File: config.mk
export PLATFORM = sky130hd
export DESIGN_NAME = rename_dispatch_top
export DESIGN_NICKNAME = d
export VERILOG_FILES = /design/src/rename_pkg.sv /design/src/rename_if.sv /design/src/dispatch_out.sv /design/src/dispatcher.sv /design/src/free_list.sv /design/src/inst_queue.sv /design/src/rename_dispatch_top.sv /design/src/rename_table.sv
export VERILOG_INCLUDE_DIRS = /design/src /design/src/src
export SDC_FILE = /design/constraint.sdc
export NUM_CORES = 2
export LEC_CHECK = 0
export BUFFER_PORTS_ARGS = -buffer_cell sky130_fd_sc_hd__buf_2
export CAP_MARGIN = 20
export CORE_UTILIZATION = 25
export DETAILED_ROUTE_END_ITERATION = 12
export SLEW_MARGIN = 15
export SYNTH_ARGS = -nofsm -noshare
export SYNTH_HDL_FRONTEND = slang
export SYNTH_SLANG_ARGS = --single-unit
File: constraint.sdc
create_clock -name clk -period 15.7 [get_ports clk]
set_input_delay 1.57 -clock clk [delete_from_list [all_inputs] [get_ports clk]]
set_output_delay 1.57 -clock clk [all_outputs]
set_load 0.1 [all_outputs]
File: src/rename_params.svh
// Sizes are fixed for a two-wide core; ARCH_REGS must stay a power of two below PREG_COUNT
`ifndef RENAME_PARAMS_SVH
`define RENAME_PARAMS_SVH

// Dispatch width
`define SS 2
// Architectural and physical register counts
`define ARCH_REGS 32
`define PREG_COUNT 64
// Reorder buffer entries
`define ROB_DEPTH 8
// Bundles held by the instruction queue
`define IQ_DEPTH 4

`endif

File: src/rename_pkg.sv
// Widths follow rename_params.svh; fl_count_t needs one bit more than preg_t to hold a full list
`include "rename_params.svh"

package rename_pkg;

    // Architectural register number, x0 to x31
    typedef logic [$clog2(`ARCH_REGS)-1:0] arch_reg_t;

    // Physical register number
    typedef logic [$clog2(`PREG_COUNT)-1:0] preg_t;

    // ROB entry number
    typedef logic [$clog2(`ROB_DEPTH)-1:0] rob_id_t;

    // Program counter
    typedef logic [31:0] pc_t;

    // Free list occupancy, 0 up to PREG_COUNT
    typedef logic [$clog2(`PREG_COUNT+1)-1:0] fl_count_t;

endpackage

File: src/rename_if.sv
// Reads are combinational; rd_we slots write the table at the next clock edge
`timescale 1ns/1ns
`include "rename_params.svh"

interface rename_if
    import rename_pkg::*;
();
    // Lookup and update requests from the dispatcher
    arch_reg_t isa_rs1 [`SS];
    arch_reg_t isa_rs2 [`SS];
    arch_reg_t isa_rd [`SS];
    logic      rd_we [`SS];
    preg_t     new_preg [`SS];
    rob_id_t   alloc_rob [`SS];

    // Mapping, busy state and producer tag from the table
    preg_t     map_rs1 [`SS];
    preg_t     map_rs2 [`SS];
    logic      busy1 [`SS];
    logic      busy2 [`SS];
    rob_id_t   src_rob1 [`SS];
    rob_id_t   src_rob2 [`SS];

    modport dispatch_mp (
        output isa_rs1, isa_rs2, isa_rd, rd_we, new_preg, alloc_rob,
        input  map_rs1, map_rs2, busy1, busy2, src_rob1, src_rob2
    );

    modport table_mp (
        input  isa_rs1, isa_rs2, isa_rd, rd_we, new_preg, alloc_rob,
        output map_rs1, map_rs2, busy1, busy2, src_rob1, src_rob2
    );

endinterface

File: src/dispatch_out.sv
// ROB fullness is not tracked; ids simply wrap modulo ROB_DEPTH
`timescale 1ns/1ns
`include "rename_params.svh"

module dispatch_out
    import rename_pkg::*;
(
    input  logic      clk,
    input  logic      rst,
    input  logic      dispatch,
    input  pc_t       ent_pc [`SS],
    input  arch_reg_t ent_rd [`SS],
    input  preg_t     ent_rd_preg [`SS],
    input  preg_t     ent_rs1_preg [`SS],
    input  preg_t     ent_rs2_preg [`SS],
    input  logic      ent_rs1_ready [`SS],
    input  logic      ent_rs2_ready [`SS],
    input  rob_id_t   ent_rs1_rob [`SS],
    input  rob_id_t   ent_rs2_rob [`SS],
    output rob_id_t   rob_next [`SS],
    output logic      out_valid,
    output rob_id_t   out_rob_id [`SS],
    output pc_t       out_pc [`SS],
    output arch_reg_t out_rd [`SS],
    output preg_t     out_rd_preg [`SS],
    output preg_t     out_rs1_preg [`SS],
    output preg_t     out_rs2_preg [`SS],
    output logic      out_rs1_ready [`SS],
    output logic      out_rs2_ready [`SS],
    output rob_id_t   out_rs1_rob [`SS],
    output rob_id_t   out_rs2_rob [`SS]
);
    rob_id_t rob_cnt;

    // Consecutive ids for the slots of the next bundle
    always_comb begin
        for (int i = 0; i < `SS; i++)
            rob_next[i] = rob_cnt + rob_id_t'(i);
    end

    always_ff @(posedge clk) begin
        if (rst) begin
            rob_cnt   <= '0;
            out_valid <= 1'b0;
        end else begin
            out_valid <= dispatch;
            if (dispatch)
                rob_cnt <= rob_cnt + rob_id_t'(`SS);
        end
    end

    // Entry register, held until the next dispatch
    always_ff @(posedge clk) begin
        if (dispatch) begin
            out_rob_id    <= rob_next;
            out_pc        <= ent_pc;
            out_rd        <= ent_rd;
            out_rd_preg   <= ent_rd_preg;
            out_rs1_preg  <= ent_rs1_preg;
            out_rs2_preg  <= ent_rs2_preg;
            out_rs1_ready <= ent_rs1_ready;
            out_rs2_ready <= ent_rs2_ready;
            out_rs1_rob   <= ent_rs1_rob;
            out_rs2_rob   <= ent_rs2_rob;
        end
    end

endmodule

File: src/dispatcher.sv
// Purely combinational; entry outputs are only meaningful while dispatch is high
`timescale 1ns/1ns
`include "rename_params.svh"

module dispatcher
    import rename_pkg::*;
(
    input  pc_t        head_pc [`SS],
    input  arch_reg_t  head_rs1 [`SS],
    input  arch_reg_t  head_rs2 [`SS],
    input  arch_reg_t  head_rd [`SS],
    input  logic       head_imm1 [`SS],
    input  logic       head_imm2 [`SS],
    input  logic       empty,
    input  logic       rs_full,
    output logic       pop,
    input  preg_t      fl_head [`SS],
    input  fl_count_t  fl_count,
    output logic [1:0] pop_cnt,
    input  rob_id_t    rob_next [`SS],
    rename_if.dispatch_mp ren,
    output logic       dispatch,
    output pc_t        ent_pc [`SS],
    output arch_reg_t  ent_rd [`SS],
    output preg_t      ent_rd_preg [`SS],
    output preg_t      ent_rs1_preg [`SS],
    output preg_t      ent_rs2_preg [`SS],
    output logic       ent_rs1_ready [`SS],
    output logic       ent_rs2_ready [`SS],
    output rob_id_t    ent_rs1_rob [`SS],
    output rob_id_t    ent_rs2_rob [`SS]
);
    fl_count_t need;
    preg_t     rd_preg [`SS];

    // Free registers needed, x0 destinations take none
    always_comb begin
        need = '0;
        for (int i = 0; i < `SS; i++)
            if (head_rd[i] != '0)
                need = need + fl_count_t'(1);
    end

    assign dispatch = !empty && !rs_full && (fl_count >= need);
    assign pop      = dispatch;
    assign pop_cnt  = dispatch ? need[1:0] : 2'd0;

    // Steer free heads in order to the renaming slots
    always_comb begin
        int k;
        k = 0;
        for (int i = 0; i < `SS; i++) begin
            ren.isa_rs1[i]   = head_rs1[i];
            ren.isa_rs2[i]   = head_rs2[i];
            ren.isa_rd[i]    = head_rd[i];
            ren.alloc_rob[i] = rob_next[i];
            ren.rd_we[i]     = dispatch && (head_rd[i] != '0);
            if (head_rd[i] != '0) begin
                rd_preg[i] = fl_head[k];
                k = k + 1;
            end else begin
                rd_preg[i] = '0;
            end
            ren.new_preg[i] = rd_preg[i];
        end
    end

    // Source operands with forwarding from older slots of the same bundle
    always_comb begin
        for (int i = 0; i < `SS; i++) begin
            ent_pc[i]        = head_pc[i];
            ent_rd[i]        = head_rd[i];
            ent_rd_preg[i]   = rd_preg[i];
            ent_rs1_preg[i]  = ren.map_rs1[i];
            ent_rs2_preg[i]  = ren.map_rs2[i];
            ent_rs1_ready[i] = !ren.busy1[i];
            ent_rs2_ready[i] = !ren.busy2[i];
            ent_rs1_rob[i]   = ren.src_rob1[i];
            ent_rs2_rob[i]   = ren.src_rob2[i];
            // Youngest older writer wins, its result is never ready yet
            for (int j = 0; j < i; j++) begin
                if ((head_rd[j] != '0) && (head_rs1[i] == head_rd[j])) begin
                    ent_rs1_preg[i]  = rd_preg[j];
                    ent_rs1_ready[i] = 1'b0;
                    ent_rs1_rob[i]   = rob_next[j];
                end
                if ((head_rd[j] != '0) && (head_rs2[i] == head_rd[j])) begin
                    ent_rs2_preg[i]  = rd_preg[j];
                    ent_rs2_ready[i] = 1'b0;
                    ent_rs2_rob[i]   = rob_next[j];
                end
            end
            // Immediate operands need no producer
            ent_rs1_ready[i] = ent_rs1_ready[i] || head_imm1[i];
            ent_rs2_ready[i] = ent_rs2_ready[i] || head_imm2[i];
        end
    end

endmodule

File: src/free_list.sv
// Starts with pregs ARCH_REGS..PREG_COUNT-1; pop_cnt must not exceed count, pushes must not overfill
`timescale 1ns/1ns
`include "rename_params.svh"

module free_list
    import rename_pkg::*;
(
    input  logic      clk,
    input  logic      rst,
    input  logic [1:0] pop_cnt,
    output preg_t     head_preg [`SS],
    output fl_count_t count,
    input  logic      push,
    input  preg_t     push_preg
);
    localparam int PTR_W = $clog2(`PREG_COUNT);

    preg_t            fifo [`PREG_COUNT];
    logic [PTR_W-1:0] rd_ptr;
    logic [PTR_W-1:0] wr_ptr;

    // Oldest free registers, slot i sees entry rd_ptr+i
    always_comb begin
        for (int i = 0; i < `SS; i++)
            head_preg[i] = fifo[rd_ptr + PTR_W'(i)];
    end

    always_ff @(posedge clk) begin
        if (rst) begin
            // Identity map owns the low pregs, so the rest start out free
            for (int i = 0; i < `PREG_COUNT - `ARCH_REGS; i++)
                fifo[i] <= preg_t'(i + `ARCH_REGS);
            rd_ptr <= '0;
            wr_ptr <= PTR_W'(`PREG_COUNT - `ARCH_REGS);
            count  <= fl_count_t'(`PREG_COUNT - `ARCH_REGS);
        end else begin
            if (push) begin
                fifo[wr_ptr] <= push_preg;
                wr_ptr       <= wr_ptr + 1'b1;
            end
            rd_ptr <= rd_ptr + PTR_W'(pop_cnt);
            // Same-cycle push and pop net out in the count
            count  <= count + fl_count_t'(push) - fl_count_t'(pop_cnt);
        end
    end

endmodule

File: src/inst_queue.sv
// Pushes while in_ready is low are dropped; pop must only be raised while empty is low
`timescale 1ns/1ns
`include "rename_params.svh"

module inst_queue
    import rename_pkg::*;
(
    input  logic      clk,
    input  logic      rst,
    input  logic      in_valid,
    output logic      in_ready,
    input  pc_t       in_pc [`SS],
    input  arch_reg_t in_rs1 [`SS],
    input  arch_reg_t in_rs2 [`SS],
    input  arch_reg_t in_rd [`SS],
    input  logic      in_imm1 [`SS],
    input  logic      in_imm2 [`SS],
    input  logic      pop,
    output logic      empty,
    output pc_t       head_pc [`SS],
    output arch_reg_t head_rs1 [`SS],
    output arch_reg_t head_rs2 [`SS],
    output arch_reg_t head_rd [`SS],
    output logic      head_imm1 [`SS],
    output logic      head_imm2 [`SS]
);
    localparam int PTR_W = $clog2(`IQ_DEPTH);

    // Bundle storage, one row per bundle
    pc_t       q_pc [`IQ_DEPTH][`SS];
    arch_reg_t q_rs1 [`IQ_DEPTH][`SS];
    arch_reg_t q_rs2 [`IQ_DEPTH][`SS];
    arch_reg_t q_rd [`IQ_DEPTH][`SS];
    logic      q_imm1 [`IQ_DEPTH][`SS];
    logic      q_imm2 [`IQ_DEPTH][`SS];

    logic [PTR_W-1:0] rd_ptr;
    logic [PTR_W-1:0] wr_ptr;
    logic [PTR_W:0]   count;
    logic             push;

    assign in_ready = (count != (PTR_W+1)'(`IQ_DEPTH));
    assign empty    = (count == '0);
    assign push     = in_valid && in_ready;

    // Head bundle is visible without a read cycle
    always_comb begin
        for (int i = 0; i < `SS; i++) begin
            head_pc[i]   = q_pc[rd_ptr][i];
            head_rs1[i]  = q_rs1[rd_ptr][i];
            head_rs2[i]  = q_rs2[rd_ptr][i];
            head_rd[i]   = q_rd[rd_ptr][i];
            head_imm1[i] = q_imm1[rd_ptr][i];
            head_imm2[i] = q_imm2[rd_ptr][i];
        end
    end

    // Payload write, no reset needed
    always_ff @(posedge clk) begin
        if (push) begin
            q_pc[wr_ptr]   <= in_pc;
            q_rs1[wr_ptr]  <= in_rs1;
            q_rs2[wr_ptr]  <= in_rs2;
            q_rd[wr_ptr]   <= in_rd;
            q_imm1[wr_ptr] <= in_imm1;
            q_imm2[wr_ptr] <= in_imm2;
        end
    end

    // Pointers wrap naturally at a power-of-two depth
    always_ff @(posedge clk) begin
        if (rst) begin
            rd_ptr <= '0;
            wr_ptr <= '0;
            count  <= '0;
        end else begin
            if (push)
                wr_ptr <= wr_ptr + 1'b1;
            if (pop)
                rd_ptr <= rd_ptr + 1'b1;
            count <= count + (PTR_W+1)'(push) - (PTR_W+1)'(pop);
        end
    end

endmodule

File: src/rename_dispatch_top.sv
// Writebacks and retires come from outside; out_* are valid only in the out_valid cycle
`timescale 1ns/1ns
`include "rename_params.svh"

module rename_dispatch_top
    import rename_pkg::*;
(
    input  logic      clk,
    input  logic      rst,
    input  logic      in_valid,
    output logic      in_ready,
    input  pc_t       in_pc [`SS],
    input  arch_reg_t in_rs1 [`SS],
    input  arch_reg_t in_rs2 [`SS],
    input  arch_reg_t in_rd [`SS],
    input  logic      in_imm1 [`SS],
    input  logic      in_imm2 [`SS],
    input  logic      rs_full,
    input  logic      wb_valid,
    input  preg_t     wb_preg,
    input  logic      free_valid,
    input  preg_t     free_preg,
    output logic      out_valid,
    output rob_id_t   out_rob_id [`SS],
    output pc_t       out_pc [`SS],
    output arch_reg_t out_rd [`SS],
    output preg_t     out_rd_preg [`SS],
    output preg_t     out_rs1_preg [`SS],
    output preg_t     out_rs2_preg [`SS],
    output logic      out_rs1_ready [`SS],
    output logic      out_rs2_ready [`SS],
    output rob_id_t   out_rs1_rob [`SS],
    output rob_id_t   out_rs2_rob [`SS]
);
    // Queue head
    pc_t       head_pc [`SS];
    arch_reg_t head_rs1 [`SS];
    arch_reg_t head_rs2 [`SS];
    arch_reg_t head_rd [`SS];
    logic      head_imm1 [`SS];
    logic      head_imm2 [`SS];
    logic      empty;
    logic      pop;

    // Free list
    preg_t      fl_head [`SS];
    fl_count_t  fl_count;
    logic [1:0] pop_cnt;

    // Dispatch entry
    rob_id_t   rob_next [`SS];
    logic      dispatch;
    pc_t       ent_pc [`SS];
    arch_reg_t ent_rd [`SS];
    preg_t     ent_rd_preg [`SS];
    preg_t     ent_rs1_preg [`SS];
    preg_t     ent_rs2_preg [`SS];
    logic      ent_rs1_ready [`SS];
    logic      ent_rs2_ready [`SS];
    rob_id_t   ent_rs1_rob [`SS];
    rob_id_t   ent_rs2_rob [`SS];

    rename_if ren ();

    inst_queue u_iq (
        .clk, .rst, .in_valid, .in_ready, .in_pc, .in_rs1, .in_rs2, .in_rd,
        .in_imm1, .in_imm2, .pop, .empty, .head_pc, .head_rs1, .head_rs2,
        .head_rd, .head_imm1, .head_imm2
    );

    free_list u_fl (
        .clk, .rst, .pop_cnt, .head_preg(fl_head), .count(fl_count),
        .push(free_valid), .push_preg(free_preg)
    );

    rename_table u_rat (
        .clk, .rst, .ren(ren.table_mp), .wb_valid, .wb_preg
    );

    dispatcher u_disp (
        .head_pc, .head_rs1, .head_rs2, .head_rd, .head_imm1, .head_imm2,
        .empty, .rs_full, .pop, .fl_head, .fl_count, .pop_cnt, .rob_next,
        .ren(ren.dispatch_mp), .dispatch, .ent_pc, .ent_rd, .ent_rd_preg,
        .ent_rs1_preg, .ent_rs2_preg, .ent_rs1_ready, .ent_rs2_ready,
        .ent_rs1_rob, .ent_rs2_rob
    );

    dispatch_out u_out (
        .clk, .rst, .dispatch, .ent_pc, .ent_rd, .ent_rd_preg, .ent_rs1_preg,
        .ent_rs2_preg, .ent_rs1_ready, .ent_rs2_ready, .ent_rs1_rob, .ent_rs2_rob,
        .rob_next, .out_valid, .out_rob_id, .out_pc, .out_rd, .out_rd_preg,
        .out_rs1_preg, .out_rs2_preg, .out_rs1_ready, .out_rs2_ready,
        .out_rs1_rob, .out_rs2_rob
    );

endmodule

File: src/rename_table.sv
// No checkpointing; a busy bit stays set until its preg is written back
`timescale 1ns/1ns
`include "rename_params.svh"

module rename_table
    import rename_pkg::*;
(
    input  logic       clk,
    input  logic       rst,
    rename_if.table_mp ren,
    input  logic       wb_valid,
    input  preg_t      wb_preg
);
    preg_t   rat [`ARCH_REGS];
    logic    busy [`PREG_COUNT];
    // Producer tag per physical register
    rob_id_t prod_rob [`PREG_COUNT];

    // Combinational lookup with writeback bypass on the busy bits
    always_comb begin
        for (int i = 0; i < `SS; i++) begin
            ren.map_rs1[i]  = rat[ren.isa_rs1[i]];
            ren.map_rs2[i]  = rat[ren.isa_rs2[i]];
            ren.busy1[i]    = busy[ren.map_rs1[i]] &&
                              !(wb_valid && (wb_preg == ren.map_rs1[i]));
            ren.busy2[i]    = busy[ren.map_rs2[i]] &&
                              !(wb_valid && (wb_preg == ren.map_rs2[i]));
            ren.src_rob1[i] = prod_rob[ren.map_rs1[i]];
            ren.src_rob2[i] = prod_rob[ren.map_rs2[i]];
        end
    end

    // Map and busy update
    always_ff @(posedge clk) begin
        if (rst) begin
            for (int r = 0; r < `ARCH_REGS; r++)
                rat[r] <= preg_t'(r);
            for (int p = 0; p < `PREG_COUNT; p++)
                busy[p] <= 1'b0;
        end else begin
            if (wb_valid)
                busy[wb_preg] <= 1'b0;
            // Later slot overwrites an earlier one with the same rd
            for (int i = 0; i < `SS; i++) begin
                if (ren.rd_we[i]) begin
                    rat[ren.isa_rd[i]]   <= ren.new_preg[i];
                    busy[ren.new_preg[i]] <= 1'b1;
                end
            end
        end
    end

    // Tag written alongside the busy bit
    always_ff @(posedge clk) begin
        for (int i = 0; i < `SS; i++) begin
            if (ren.rd_we[i])
                prod_rob[ren.new_preg[i]] <= ren.alloc_rob[i];
        end
    end

endmodule
==> run summary <==
Synth warnings = 0
First-pass iteration count of the detailed router = 6
Routed wire length = 280.8 mm
Critical path's most frequent cell = nor2_1
Largest stage delay, worst path = 0.90 ns
Core area = 299800 µm²
Worst-case clock skew = 0.1052 ns
Layout cell share with drive strength beyond 1 = 19.96%
Final period util = 47.72%
RSZ-0062 raised after global routing = false
Finished Core Util = 28.49%
Area Growth Syn to Fin = 13.26%
CTS tree = done
Synth area leaders = edfxtp_1 51%, mux2i_1 13%, mux4_2 12%
Post_cts resized = 0
Post-DP HPWL = 195.0 mm
PortBufs = 247
Met1 Wirelength = 106.8 mm
Maximum clock frequency = 0.1335 GHz
ANT nets after route = 0
# setup viols final = 0
Remaining global-route overflow = 0
FF/Latch Area = 40600 µm²
Average cell area after synthesis = 13.87 µm²
Fin cells = 9612
Initial antenna violation count = 51
Outcome = finished, final reports clean
Worst Setup Start Kind = flip-flop
WS Path Type = reg -> reg
Hold Vio Cnt, Final = 0
Placed cell areas = 80410 µm²
DR top layer = met5
VDD IR max = 0.0002159 V
Crit path DAT = 8.23 ns
Max-cap violations = 0
Number of global-route vias before repair = 50840
Die height = 551.2 µm
Hold Crit Class = reg -> reg
Most frequent cells after synthesis = 1288 x edfxtp_1, 1015 x mux2i_1, 393 x mux4_2
Largest net degree at the start of global routing = 91
Cell count after placement = 9336
Cts hold-fix bufs = 0
Rows = 201
Clock tree buffer depth = 4
Drt wl/cell = 29.22 µm
First-pass GRT wire length = 390.8 mm
Power Density = 212.2 nW/µm²
Clock sinks = 1383
Final worst slack = 8.208 ns
Post-route DRC = 0
Asr flop ratio synth = 0%
Routed wl met3 = 28.82 mm
Most used DFF post-synth = edfxtp_1
Area of the die = 303800 µm²
Reg clk slew, reported paths = 0.06 ns
Pre-CTS WS = 8.190 ns
H-tree depth = 4
Mapped Cells = 5434
Seq cells post-synth = 1383
Worst Setup End Kind = flip-flop
Area of the multi-input gates = 32480 µm²
Met2 wire length = 128.4 mm
GPL Wtd Cong = 0.9737
Total GRT Usage = 17.81%
Post-CTS setup buffers = 0
Post-Route Setup TNS = 0 ns
Initial Utilization = 25.15%
Final Max Tran Viols = 0
Worst Max-Slew Pin Slew = 1.162 ns
Fillers = 30210
IO Pins = 250
Num CTS Buffers = 152
Final min period = 7.492 ns
Register area share after synthesis = 53.82%
Clk_lat worst skew = 0.85 ns
Final Instance Area = 85390 µm²
Initial DRC count = 7766
Slowest CP cell = dfxtp_4
Biggest area consumer among synthesized cells = edfxtp_1
Vias per cell = 5.528
Worst Path Max Fanout = 58
Die width = 551.2 µm
CTS root buffer = clkbuf_16
Synth cell types = 103
Most numerous cell in the Yosys netlist = edfxtp_1
# nets final = 5682
Synthesized area = 75390 µm²
Pleak = 28.98 nW
Worst path required time = 16.44 ns
Post-synth EDFFs = 1288
Synth top area share = 51.30%
Relative slew margins = 22.36%
Routed vias = 53140
[placed cells by master (no fill, tap or decap), types with 19 or more instances in the layout]
cell type	instances
edfxtp_1	1288
mux2i_1	1015
mux4_2	391
nand2_1	346
nor2_1	331
buf_2	249
o22ai_1	180
clkbuf_16	155
nand3_1	126
nor3_1	119
o21a_1	119
buf_4	116
a22oi_1	111
dfxtp_1	86
or3_1	81
o21ai_0	76
mux2_2	60
a21oi_1	57
nor2b_1	48
inv_1	45
and2_1	43
a211oi_1	30
xnor2_1	29
o211ai_1	28
clkbuf_1	27
xor2_1	26
a31oi_1	24
ha_1	24
nand2b_1	23
nand4_1	22
mux4_1	22
clkinv_1	21
a22o_1	19
[flip-flops by register name (all words and copies together), names as in the netlist, 3 cells and up, named ones only]
signal,count
u_fl.fifo,384
u_iq.q_pc,256
u_rat.prod_rob,192
u_rat.rat,192
u_out.out_pc,64
u_rat.busy,64
u_iq.q_rd,40
u_iq.q_rs1,40
u_iq.q_rs2,40
u_out.out_rd_preg,12
u_out.out_rs1_preg,12
u_out.out_rs2_preg,12
u_out.out_rd,10
u_iq.q_imm1,8
u_iq.q_imm2,8
u_fl.count,7
u_fl.rd_ptr,6
u_fl.wr_ptr,6
u_out.out_rs1_rob,6
u_out.out_rs2_rob,6
u_iq.count,3
[worst max-delay path: cells and delay by family, from the launching register on]
family,cells,cell delay [ns]
AOI/OAI and AO/OA,3,0.57
DFF,1,0.90
and+or+nand+nor,14,2.21
adders and majority gates,4,1.17
muxes,1,0.70
buffers and inverters,5,1.85
[metal layers]
layer  vias to the layer above  GRT usage (%)
met1                     27270          22.74
met5                         -              0
met3                       750          3.914
met2                      3376          28.16
met4                        24          9.428
li1                      21720              -
[cells by family (layout without fill, tap and decap cells)]
group / after synthesis / in the layout / synth area share [%]
buf+inv: 489 / 694 / 3.357
mux: 1495 / 1495 / 27.01
fa+ha+maj: 28 / 28 / 0.4946
flops: 1383 / 1383 / 53.82
simple gates: 1244 / 1244 / 7.901
compound gates: 736 / 736 / 6.746
xor+xnor: 57 / 57 / 0.6622
other cells: 2 / 17 / 0.009961
[through the flow]
| stage | total power [W] | hold WS, ns |
|---|---|---|
| after floorplan | 0.01134 | 0.4862 |
| after global placement | 0.01427 | 0.5181 |
| after detailed placement | 0.01434 | 0.5240 |
| after CTS | 0.01796 | 0.5371 |
| after global routing | 0.01850 | 0.5941 |
| final | 0.01812 | 0.5492 |
[area by class of cell]
cell class	count	area share, %
sequential	1383	47.55
multi-input combinational	3568	38.03
tap	3958	5.799
clock buffer	185	4.709
timing repair buffer	370	2.563
clock inverter	76	1.040
inverter	63	0.2828
antenna	9	0.02637
[report_power, final]
group / leakage [nW] / switching, W / total (W) / internal [W]
Sequential: 12.3 / 0.000266 / 0.00476 / 0.00449
Clock: 2.37 / 0.00153 / 0.00364 / 0.00211
Combinational: 14.3 / 0.00657 / 0.00972 / 0.00315
Total: 29.0 / 0.00836 / 0.0181 / 0.00976
[final timing paths]
path	from	end	cells after the start	slack, ns
max	flip-flop	u_fl.count[6]	27	8.21
min reg2reg	u_rat.busy[0]	u_rat.busy[0]	2	0.55
max reg2reg	flip-flop	u_fl.count[6]	27	8.21
min	u_rat.busy[0]	u_rat.busy[0]	2	0.55
(Power assumes the default switching activity.)
